File: src/spi_macros.svh
`ifndef SPI_MACROS_SVH
`define SPI_MACROS_SVH

// Word and byte widths
`define SPI_WORD_BITS 32
`define SPI_BYTE_BITS 8
`define SPI_LEN_BITS 16
`define SPI_CMD_BITS 2

// Control word field positions
`define SPI_CMD_LSB 24
`define SPI_LEN_LSB 8

// Slave pin synchronizer depth
`define SPI_SYNC_STAGES 3

// Master timing, system cycles per strobe and MOSI hold
`define SPI_DIV_RATIO 4
`define SPI_HOLD_CYCLES 2

`endif

File: src/spiPkg.sv
`default_nettype none

`include "spi_macros.svh"

package spiPkg;

	// Slave data words and word addresses
	typedef logic [`SPI_WORD_BITS-1:0] spiWordT;

	// Master side transfer byte
	typedef logic [`SPI_BYTE_BITS-1:0] spiByteT;

	// Frame command
	// 0 none, 1 CSR write, 2 CSR read, 3 PSRAM write
	typedef logic [`SPI_CMD_BITS-1:0] spiCmdT;

	// Data length field of the control word
	typedef logic [`SPI_LEN_BITS-1:0] spiLenT;

	// Slave frame phases
	typedef enum logic [1:0]
	{
		addrGet,
		ctrlGet,
		dataGet
	} frameStateT;

endpackage

`default_nettype wire

File: src/spiFrameIf.sv
`default_nettype none

`include "spi_macros.svh"

interface spiFrameIf;

	// Qualified SCK edge strobes and CS level
	logic sckRise;
	logic sckFall;
	logic csActive;
	// MOSI aligned with the edge strobes
	logic mosiBit;
	// Strobe on the fall that ends a 32-bit word
	logic wordDone;
	// Current frame phase
	spiPkg::frameStateT state;

	modport sync (output sckRise, output sckFall, output csActive, output mosiBit);
	modport count (input sckFall, input csActive, output wordDone);
	modport seq (input csActive, input wordDone, output state);
	modport rx (input sckRise, input sckFall, input csActive, input mosiBit,
		input wordDone, input state);

endinterface

`default_nettype wire

File: src/spiEdgeSync.sv
`default_nettype none

`include "spi_macros.svh"

module spiEdgeSync (
	input wire iSysClk,
	input wire rstN,
	input wire sck,
	input wire cs,
	input wire mosi,
	spiFrameIf.sync fr
);

	localparam int syncTop = `SPI_SYNC_STAGES - 1;

	logic [syncTop:0] sckSync;
	logic [syncTop:0] csSync;
	logic sckLast;
	// MOSI data path, two stages only
	logic [1:0] mosiDly;

	// ------------------------------
	// Pin synchronizers
	// ------------------------------
	always_ff @(posedge iSysClk or negedge rstN)
	begin
		if (!rstN)
		begin
			sckSync <= '0;
			// CS idles high, no frame after reset
			csSync <= '1;
			sckLast <= 1'b0;
		end
		else
		begin
			sckSync <= {sckSync[syncTop-1:0], sck};
			csSync <= {csSync[syncTop-1:0], cs};
			sckLast <= sckSync[syncTop];
		end
	end

	always_ff @(posedge iSysClk)
	begin
		mosiDly <= {mosiDly[0], mosi};
	end

	// Edges only count inside an active frame
	assign fr.csActive = ~csSync[syncTop];
	assign fr.sckRise = fr.csActive & ~sckLast & sckSync[syncTop];
	assign fr.sckFall = fr.csActive & sckLast & ~sckSync[syncTop];
	assign fr.mosiBit = mosiDly[1];

endmodule

`default_nettype wire

File: src/spiBitCounter.sv
`default_nettype none

`include "spi_macros.svh"

module spiBitCounter #(
	parameter int countBits = 5
) (
	input wire iSysClk,
	input wire rstN,
	input wire clear,
	input wire step,
	output logic terminal
);

	logic [countBits-1:0] count;
	logic atMax;

	// Last count of the word or byte
	assign atMax = (count == {countBits{1'b1}});

	// ------------------------------
	// Step counter
	// ------------------------------
	always_ff @(posedge iSysClk or negedge rstN)
	begin
		if (!rstN)
		begin
			count <= '0;
		end
		else if (clear)
		begin
			count <= '0;
		end
		else if (step)
		begin
			// Wraps to zero after the terminal step
			count <= count + 1'b1;
		end
	end

	// High only during the step that completes the count
	assign terminal = atMax & step;

endmodule

`default_nettype wire

File: src/spiFrameSeq.sv
`default_nettype none

`include "spi_macros.svh"

module spiFrameSeq (
	input wire iSysClk,
	input wire rstN,
	spiFrameIf.seq fr
);

	spiPkg::frameStateT stateQ;
	spiPkg::frameStateT stateNext;

	// ------------------------------
	// Next phase
	// ------------------------------
	always_comb
	begin
		stateNext = stateQ;
		if (!fr.csActive)
		begin
			// CS high always restarts the frame
			stateNext = spiPkg::addrGet;
		end
		else if (fr.wordDone)
		begin
			case (stateQ)
				spiPkg::addrGet:
				begin
					stateNext = spiPkg::ctrlGet;
				end
				spiPkg::ctrlGet:
				begin
					stateNext = spiPkg::dataGet;
				end
				// Data words run until CS rises
				default:
				begin
					stateNext = spiPkg::dataGet;
				end
			endcase
		end
	end

	always_ff @(posedge iSysClk or negedge rstN)
	begin
		if (!rstN)
		begin
			stateQ <= spiPkg::addrGet;
		end
		else
		begin
			stateQ <= stateNext;
		end
	end

	assign fr.state = stateQ;

endmodule

`default_nettype wire

File: src/spiFrameRx.sv
`default_nettype none

`include "spi_macros.svh"

module spiFrameRx (
	input wire iSysClk,
	input wire rstN,
	spiFrameIf.rx fr,
	input spiPkg::spiWordT rdWord,
	output logic miso,
	output spiPkg::spiWordT word,
	output spiPkg::spiWordT addr,
	output spiPkg::spiCmdT cmd,
	output spiPkg::spiLenT len,
	output logic wordValid
);

	spiPkg::spiWordT shiftReg;
	spiPkg::spiWordT misoShift;
	logic inData;

	assign inData = (fr.state == spiPkg::dataGet);

	// ------------------------------
	// MOSI receive
	// ------------------------------
	// MSB first, sampled on rise
	always_ff @(posedge iSysClk)
	begin
		if (fr.sckRise)
		begin
			shiftReg <= {shiftReg[`SPI_WORD_BITS-2:0], fr.mosiBit};
		end
		if (fr.wordDone && inData)
		begin
			word <= shiftReg;
		end
	end

	// Header capture, word strobe and address stepping
	always_ff @(posedge iSysClk or negedge rstN)
	begin
		if (!rstN)
		begin
			addr <= '0;
			cmd <= '0;
			len <= '0;
			wordValid <= 1'b0;
		end
		else
		begin
			wordValid <= fr.wordDone & inData;
			if (fr.wordDone && fr.state == spiPkg::addrGet)
			begin
				addr <= shiftReg;
			end
			else if (wordValid)
			begin
				// Next word address, one cycle after the strobe
				addr <= addr + 1'b1;
			end
			if (fr.wordDone && fr.state == spiPkg::ctrlGet)
			begin
				cmd <= shiftReg[`SPI_CMD_LSB +: `SPI_CMD_BITS];
				len <= shiftReg[`SPI_LEN_LSB +: `SPI_LEN_BITS];
			end
		end
	end

	// ------------------------------
	// MISO shifter
	// ------------------------------
	always_ff @(posedge iSysClk or negedge rstN)
	begin
		if (!rstN)
		begin
			misoShift <= '1;
		end
		else if (!fr.csActive || !inData || fr.wordDone)
		begin
			// Fresh read word ahead of the next word's first rise
			misoShift <= rdWord;
		end
		else if (fr.sckFall)
		begin
			misoShift <= {misoShift[`SPI_WORD_BITS-2:0], 1'b1};
		end
	end

	assign miso = misoShift[`SPI_WORD_BITS-1];

endmodule

`default_nettype wire

File: src/spiByteMaster.sv
`default_nettype none

`include "spi_macros.svh"

module spiByteMaster (
	input wire iSysClk,
	input wire rstN,
	input wire en,
	input spiPkg::spiByteT wrData,
	input wire miso,
	output logic sck,
	output logic mosi,
	output logic cs,
	output spiPkg::spiByteT rdData,
	output logic done
);

	localparam int divBits = $clog2(`SPI_DIV_RATIO);
	localparam int holdBits = $clog2(`SPI_HOLD_CYCLES + 1);

	logic [divBits-1:0] divCnt;
	logic divStrobe;
	logic riseToggle;
	logic fallToggle;
	logic lastFall;
	logic holdBusy;
	logic [holdBits-1:0] holdCnt;
	logic holdDone;
	spiPkg::spiByteT mosiShift;

	assign divStrobe = en & (divCnt == divBits'(`SPI_DIV_RATIO - 1));
	// SCK level before the toggle decides the edge
	assign riseToggle = divStrobe & ~sck;
	assign fallToggle = divStrobe & sck;
	assign holdDone = holdBusy & (holdCnt == holdBits'(`SPI_HOLD_CYCLES - 1));

	// Eighth falling toggle ends the byte
	spiBitCounter #(
		.countBits($clog2(`SPI_BYTE_BITS))
	) uFallCount (
		.iSysClk(iSysClk),
		.rstN(rstN),
		.clear(~en),
		.step(fallToggle),
		.terminal(lastFall)
	);

	// ------------------------------
	// Divider, SCK, hold timer
	// ------------------------------
	always_ff @(posedge iSysClk or negedge rstN)
	begin
		if (!rstN)
		begin
			divCnt <= '0;
			sck <= 1'b0;
			holdBusy <= 1'b0;
			holdCnt <= '0;
			done <= 1'b0;
		end
		else
		begin
			done <= lastFall;
			if (!en)
			begin
				divCnt <= '0;
				sck <= 1'b0;
				holdBusy <= 1'b0;
				holdCnt <= '0;
			end
			else
			begin
				divCnt <= divStrobe ? '0 : divCnt + 1'b1;
				if (divStrobe)
				begin
					sck <= ~sck;
				end
				// Hold window starts at each falling toggle
				if (fallToggle)
				begin
					holdBusy <= 1'b1;
					holdCnt <= '0;
				end
				else if (holdDone)
				begin
					holdBusy <= 1'b0;
				end
				else if (holdBusy)
				begin
					holdCnt <= holdCnt + 1'b1;
				end
			end
		end
	end

	// ------------------------------
	// Data shifters
	// ------------------------------
	always_ff @(posedge iSysClk or negedge rstN)
	begin
		if (!rstN)
		begin
			mosiShift <= '1;
		end
		else if (!en)
		begin
			mosiShift <= wrData;
		end
		else if (holdDone)
		begin
			mosiShift <= {mosiShift[`SPI_BYTE_BITS-2:0], 1'b1};
		end
	end

	// MISO sampled on the rising toggle
	always_ff @(posedge iSysClk)
	begin
		if (riseToggle)
		begin
			rdData <= {rdData[`SPI_BYTE_BITS-2:0], miso};
		end
	end

	assign mosi = mosiShift[`SPI_BYTE_BITS-1];
	assign cs = ~en;

endmodule

`default_nettype wire

File: src/spiBridgeTop.sv
`default_nettype none

`include "spi_macros.svh"

module spiBridgeTop (
	input wire iSysClk,
	input wire rstN,
	// Slave pins
	input wire sSck,
	input wire sCs,
	input wire sMosi,
	output logic sMiso,
	input spiPkg::spiWordT sRdWord,
	// Slave results
	output spiPkg::spiWordT sWord,
	output spiPkg::spiWordT sAddr,
	output spiPkg::spiCmdT sCmd,
	output spiPkg::spiLenT sLen,
	output logic sWordValid,
	// Master side
	input wire mEn,
	input spiPkg::spiByteT mWrData,
	input wire mMiso,
	output logic mSck,
	output logic mMosi,
	output logic mCs,
	output spiPkg::spiByteT mRdData,
	output logic mDone
);

	spiFrameIf fr ();

	// ------------------------------
	// Slave side
	// ------------------------------
	spiEdgeSync uEdgeSync (
		.iSysClk(iSysClk),
		.rstN(rstN),
		.sck(sSck),
		.cs(sCs),
		.mosi(sMosi),
		.fr(fr.sync)
	);

	// Counts falls of one 32-bit word, cleared between frames
	spiBitCounter #(
		.countBits($clog2(`SPI_WORD_BITS))
	) uWordCount (
		.iSysClk(iSysClk),
		.rstN(rstN),
		.clear(~fr.csActive),
		.step(fr.sckFall),
		.terminal(fr.wordDone)
	);

	spiFrameSeq uFrameSeq (
		.iSysClk(iSysClk),
		.rstN(rstN),
		.fr(fr.seq)
	);

	spiFrameRx uFrameRx (
		.iSysClk(iSysClk),
		.rstN(rstN),
		.fr(fr.rx),
		.rdWord(sRdWord),
		.miso(sMiso),
		.word(sWord),
		.addr(sAddr),
		.cmd(sCmd),
		.len(sLen),
		.wordValid(sWordValid)
	);

	// ------------------------------
	// Master side
	// ------------------------------
	spiByteMaster uByteMaster (
		.iSysClk(iSysClk),
		.rstN(rstN),
		.en(mEn),
		.wrData(mWrData),
		.miso(mMiso),
		.sck(mSck),
		.mosi(mMosi),
		.cs(mCs),
		.rdData(mRdData),
		.done(mDone)
	);

endmodule

`default_nettype wire

File: config.mk
export PLATFORM = sky130hd
export DESIGN_NAME = spiBridgeTop
export DESIGN_NICKNAME = d
export VERILOG_FILES = /design/src/spiPkg.sv /design/src/spiFrameIf.sv /design/src/spiEdgeSync.sv /design/src/spiBitCounter.sv /design/src/spiFrameSeq.sv /design/src/spiFrameRx.sv /design/src/spiByteMaster.sv /design/src/spiBridgeTop.sv
export VERILOG_INCLUDE_DIRS = /design/src /design/src/src
export SDC_FILE = /design/constraint.sdc
export NUM_CORES = 1
export LEC_CHECK = 0
export ABC_AREA = 0
export BUFFER_PORTS_ARGS = -buffer_cell sky130_fd_sc_hd__buf_2
export CELL_PAD_IN_SITES_DETAIL_PLACEMENT = 0
export CELL_PAD_IN_SITES_GLOBAL_PLACEMENT = 1
export CORE_MARGIN = 10
export CORE_UTILIZATION = 40
export DETAILED_ROUTE_END_ITERATION = 16
export GPL_ROUTABILITY_DRIVEN = 0
export PLACE_DENSITY = 0.71
export SYNTH_ARGS = -nofsm -noshare
export SYNTH_HDL_FRONTEND = slang
export SYNTH_SLANG_ARGS = --single-unit
File: constraint.sdc
create_clock -name iSysClk -period 4.5 [get_ports iSysClk]
set_clock_uncertainty 0.05 [all_clocks]
set_input_delay 0.675 -clock iSysClk [delete_from_list [all_inputs] [get_ports iSysClk]]
set_output_delay 0.675 -clock iSysClk [all_outputs]
set_load 0.005 [all_outputs]
* Yosys cells after proc, flatten, opt, wreduce, memory -nomap -nowiden
Cells that the tools add are included.
** Word-level totals
- Register bits :: 189
- Input port bits :: 47
- Output and inout bits :: 96
- Word-level logic and storage cells :: 90
** Cells by class
- Reductions and logical operators :: 12
- Add/sub/neg operators :: 5
- Bitwise logic cells :: 16
- Muxes and demuxes :: 24
- Equality and inequality tests :: 12
** Operators with widths (count)
- 32-bit two-way mux :: 4
- 32-bit by 1-bit adder with 32-bit output, second input constant :: 1
- 2-bit two-way mux :: 9
- 8-bit two-way mux :: 2
- 1-bit bitwise AND :: 11
- 5-bit two-way mux :: 2
- 2-bit nonzero test :: 4
- 3-bit two-way mux :: 2
- 2-bit by 1-bit inequality test with 1-bit output, second input constant :: 3
- 3-bit by 1-bit inequality test with 1-bit output, second input constant :: 2
- 5-bit by 1-bit adder with 5-bit output, second input constant :: 1
- 5-bit == test, second input constant :: 1
- 1-bit two-way mux :: 5
- 1-bit NOT :: 5
- 2-bit by 1-bit adder with 2-bit output, second input constant :: 2
- 2-bit by 1-bit == test with 1-bit output, second input constant :: 2
- 2-bit == test, second input constant :: 2
- 3-bit by 1-bit adder with 3-bit output, second input constant :: 1
- 3-bit == test, second input constant :: 1
- 1-bit logical AND :: 3
- 3-bit inequality test, second input constant :: 1
- 2-bit logical NOT :: 1
- 1-bit logical OR :: 2
- 2-bit AND reduction :: 1
- 1-bit logical NOT :: 1

* Longest topological paths before layout
- Depth after elaboration :: 6
- Gate-level depth with buffers :: 8
- Gate-level depth less buffers :: 7

* Cells and area by module
Synthesis repeated with hierarchy kept, for this count alone.
** Unflattened totals
- Cell total of the unflattened synthesis :: 562
- Area total of the unflattened synthesis :: 7612.3 sq um
** Modules (own cells, without submodules)
- spiFrameRx :: times used 1, cells each 437, area each 5931.9 sq um, sequential area each 4038.9 sq um
- spiByteMaster :: times used 1, cells each 70, area each 920.9 sq um, sequential area each 625.6 sq um
- spiBitCounter at uWordCount :: times used 1, cells each 23, area each 285.3 sq um, sequential area each 125.1 sq um
- spiEdgeSync :: times used 1, cells each 12, area each 237.7 sq um, sequential area each 219.0 sq um
- spiBitCounter at uByteMaster.uFallCount :: times used 1, cells each 12, area each 147.6 sq um, sequential area each 75.1 sq um
- spiFrameSeq :: times used 1, cells each 7, area each 85.1 sq um, sequential area each 50.0 sq um
- spiBridgeTop :: times used 1, cells each 1, area each 3.8 sq um, sequential area each 0.0 sq um

* Worst setup path after synthesis
No wires, ideal clock.
- Path type :: flip-flop to flip-flop
- From :: register uEdgeSync.csSync[2]
- To :: register uFrameRx.shiftReg[0] (enable)
- Arrival time :: 2.968 ns
- Path slack :: 1.015 ns
- Stages on the path, launching flop included :: 3
- Data required time :: 3.982 ns
- Buffers on the path :: 1
- Clock period less this slack :: 3.485 ns
- Setup time :: 0.468 ns
- Path through :: dfstp_2 -> clkbuf_1 -> nor3b_1
** Between the ends
- Word-level cells in the longest chain between the ends :: 3
** Ends and longest elaborated chain
- start: declaration :: RTL line spiEdgeSync.sv:17 : logic [syncTop:0] csSync;
- start signal: assignment :: RTL line spiEdgeSync.sv:37 : csSync <= {csSync[syncTop-1:0], cs};
- 1-bit NOT :: RTL line spiEdgeSync.sv:48 : assign fr.csActive = ~csSync[syncTop];
- 1-bit bitwise AND (2 in series) :: RTL line spiEdgeSync.sv:49 : assign fr.sckRise = fr.csActive & ~sckLast & sckSync[syncTop];
- net fr.sckRise :: RTL line spiFrameIf.sv:8 : logic sckRise;
- end signal: assignment :: RTL line spiFrameRx.sv:32 : shiftReg <= {shiftReg[`SPI_WORD_BITS-2:0], fr.mosiBit};
- end: declaration :: RTL line spiFrameRx.sv:18 : spiPkg::spiWordT shiftReg;
The timed path passes the listed nets, and every way through them passes these cells.
A chain may end at the register's enable or synchronous reset.

* Worst setup path after layout
- From :: register uEdgeSync.sckLast
- To :: register uFrameRx.word[25] (enable)
** Between the ends
- Word-level cells in the longest chain between the ends :: 4
** Ends and longest elaborated chain
- start: declaration :: RTL line spiEdgeSync.sv:18 : logic sckLast;
- start signal: assignment :: RTL line spiEdgeSync.sv:38 : sckLast <= sckSync[syncTop];
- 1-bit bitwise AND (2 in series) :: RTL line spiEdgeSync.sv:50 : assign fr.sckFall = fr.csActive & sckLast & ~sckSync[syncTop];
- 1-bit bitwise AND :: RTL line spiBitCounter.sv:42 : assign terminal = atMax & step;
- 1-bit logical AND :: RTL line spiFrameRx.sv:34 : if (fr.wordDone && inData)
- end signal: assignment :: RTL line spiFrameRx.sv:36 : word <= shiftReg;
- end: declaration :: RTL line spiFrameRx.sv:11 : output spiPkg::spiWordT word,
No other way between the ends.

==> key figures <==
Status
  • Result of the run: completed

Setup path
  • Critical path type: flop to flop
  • Critical Path AT: 2.45 ns
  • Register-to-Register Path Depth: 3
  • Crit path max fanout: 33
  • Worst Path Required: 4.50 ns
  • Crit end category: flop
  • Reg2Reg Launch Point: uEdgeSync.sckLast
  • Reg-to-reg slack, setup: 2.05 ns
  • RR Endpoint: uFrameRx.word[25]
  • Worst setup SP type: flop

Min path
  • Hold Path Origin: uEdgeSync.mosiDly[0]
  • Worst min-delay path class: flop to flop
  • Hold Path Cell Cnt: 0
  • Worst Hold End: uEdgeSync.mosiDly[1]

Place
  • Port Buffers: 142
  • Pre-CTS WS: 1.86 ns
  • Detailed Place HPWL: 11.2 mm

STA
  • RSZ-0062 raised after global routing: false
  • Max_slew headroom: 27.4%
  • Final hold violation count: 0
  • FMAX: 408 MHz
  • Tmin final: 2.45 ns
  • Hold WS: 0.287 ns
  • Max-slew violations: 0
  • Setup WS post-layout: 2.05 ns
  • # setup viols final: 0
  • Setup TNS: 0 ns
  • Worst Max-Slew Pin Slew: 1.09 ns
  • Fin crit share: 54.5%

Global routing
  • First-pass GRT wire length: 26.3 mm
  • Largest net degree at the start of global routing: 84
  • GRT Total Usage: 13.3%
  • Overflow after GRT: 0
  • Vias in the first global route: 4,794
  • Initial antenna violation count: 0

Synthesis
  • Post-synth EDFFs: 72
  • Syn avg cell area: 13.3 um^2
  • Ys Warns: 0
  • Post-synth top flop: edfxtp_1
  • Synthesized instance count: 571
  • Post-Syn Area: 7570 um^2
  • Total nets after synthesis: 625
  • Flops & latches, synth: 189
  • Register area share after synthesis: 67.8%
  • Asr flop ratio synth: 60.8%
  • Netlist cell types: 38

Detailed routing
  • Drt drc: 0
  • DR top layer: met4
  • Wire per inst: 17.1 um
  • Initial DRC Count: 255
  • DRT Pass-1 Iters: 4
  • Routed vias: 4,657
  • Met3 WL: 1.06 mm
  • Final wirelength: 16.3 mm
  • Antenna Violating Nets Remaining: 0
  • M1 wire length: 7.31 mm
  • Met2 routed WL: 7.84 mm
  • Vias per inst: 4.88

Clocking
  • Setup Fix Bufs, Post-CTS: 0
  • Clock latency on the worst-skew pair: 0.43 ns
  • CTS tree: done
  • Worst-path clk slew: 0.07 ns
  • Clk root buf: clkbuf_16
  • Clock Tree Buf Depth: 2
  • H-tree depth: 4
  • CTS buffer count: 17
  • CTS Hold Bufs: 0
  • # resized after CTS: 0
  • CTS Sinks: 189

Power and ir drop
  • Pwr dens: 380 nW/um^2
  • Worst vdd ir: 254 uV
  • Tot Pwr: 0.00344 W
  • Leakage: 4.19 nW

Final layout
  • Final net count: 761
  • Layout cell share with drive strength beyond 1: 35.0%
  • Core Util, Final: 48.6%
  • Ant. Diodes: 0
  • Layout area overhead: 19.6%

Floorplanning
  • Initial Utilization: 40.6%
  • I/O Pins: 143
  • Die span in y: 158 um
  • CORE AREA: 18,600 um^2
  • Die area: 24,800 um^2
  • Die W: 158 um
  • Row cnt: 50

Job
  • Max Cap Violations: 0
-- final cells by class --
| type | count | area, um^2 |
|---|---|---|
| Clock buffer | 18 | 429 |
| Clock inverter | 14 | 148 |
| Fill cell | 1703 | 9590 |
| Inverter | 4 | 15.0 |
| Multi-Input combinational cell | 350 | 2290 |
| Sequential cell | 189 | 5130 |
| Tap cell | 234 | 293 |
| Timing Repair Buffer | 145 | 748 |
-- kinds of logic (layout without fill, tap and decap cells) --
kind of cell / Yosys count / count (layout) / share of synthesized area [%]
adders and majority gates: 7 / 7 / 1.16
DFF: 189 / 189 / 67.8
and+or+nand+nor: 168 / 168 / 11.1
AOI/OAI and AO/OA: 77 / 77 / 5.12
buffers and inverters: 32 / 181 / 2.15
xor gates and xnor gates: 37 / 37 / 4.28
muxes: 61 / 61 / 8.40
-- per-layer routing --
layer / up-vias / global-route usage, %
li1: 2279 / -
met1: 2265 / 17.2
met2: 107 / 21.0
met3: 6 / 3.74
met4: 0 / 5.03
met5: - / 0
-- synthesized netlist by cell type, types with 2 or more instances --
cell	number	area (um^2)
dfrtp_1	72	1800
edfxtp_1	72	2160
nor2_1	59	221
nand2_1	47	176
a21oi_1	46	230
dfstp_2	43	1130
mux2i_1	41	410
o21ai_0	28	140
mux2_2	20	225
xor2_1	20	175
xnor2_1	17	149
nand3_1	15	75.1
clkbuf_1	14	52.6
nor3_1	9	45.0
and3_1	7	43.8
buf_2	7	35.0
ha_1	7	87.6
nand4_1	7	43.8
and4_1	5	43.8
buf_4	5	37.5
and2_1	3	18.8
inv_1	3	11.3
nand4_2	3	37.5
buf_6	2	22.5
dfxtp_1	2	40.0
nor2b_1	2	12.5
nor3b_1	2	15.0
o21ai_1	2	10.0
or3_1	2	12.5
-- flip-flops by register name, summed over array words and instances (netlist names), 2 cells and up --
name and flops:
uEdgeSync.csSync 3, uFrameRx.shiftReg 32, uFrameRx.cmd 2, uByteMaster.holdCnt 2
uFrameRx.word 32, uWordCount.count 5, uFrameRx.misoShift 32, uByteMaster.divCnt 2
uFrameRx.addr 32, uByteMaster.rdData 8, uEdgeSync.sckSync 3, uByteMaster.mosiShift 8
uFrameRx.len 16, uFrameSeq.fr.state 2, uEdgeSync.mosiDly 2, uByteMaster.uFallCount.count 3
-- report_power, final --
group | switching [W] | internal (W)
logic | 0.0000546 | 0.0000399
registers | 0.0000245 | 0.00184
clock network | 0.000692 | 0.000787
total | 0.000771 | 0.00267
-- worst max-delay path by stage --
stage / from / endpoint / slack [ns] / cells past startpoint
global placement: mEn / uByteMaster.rdData[3] / 2.01 / 3
finish: uEdgeSync.sckLast / uFrameRx.word[25] / 2.05 / 3
global route: uEdgeSync.sckLast / uFrameRx.misoShift[1] / 1.80 / 5
CTS: uEdgeSync.sckLast / uFrameRx.word[14] / 1.99 / 3
floorplan: uEdgeSync.csSync[2] / uFrameRx.shiftReg[0] / 1.01 / 2
detailed placement: mEn / uByteMaster.rdData[3] / 1.86 / 3
-- cells in the final DEF (no fill, tap or decap), types with 4 or more instances in the layout --
master	count
nand3_1	15
nand4_1	7
nor3_1	9
a21oi_1	46
inv_6	4
dfstp_2	43
mux2i_1	41
buf_2	141
inv_8	4
nor2_1	58
and3_1	7
dfrtp_1	72
mux2_2	20
o21ai_0	28
edfxtp_1	72
ha_1	7
xor2_1	20
clkbuf_16	17
xnor2_1	17
nand2_1	46
and4_1	5
-- worst max-delay path, stage by stage, from the launching register on --
cell and delay, ns:
dfrtp_1 0.36, nor2b_1 0.56, nand3b_4 0.22, nor2_4 0.85
-- through the flow --
| stage | instance area (um^2) | std cells |
|---|---|---|
| final | 9060 | 954 |
| after global routing | 9060 | 954 |
| after CTS | 9060 | 954 |
| after detailed placement | 8480 | 922 |
| after global placement | 8480 | 922 |
| after floorplan | 7570 | 571 |
(Power assumes the default switching activity.)
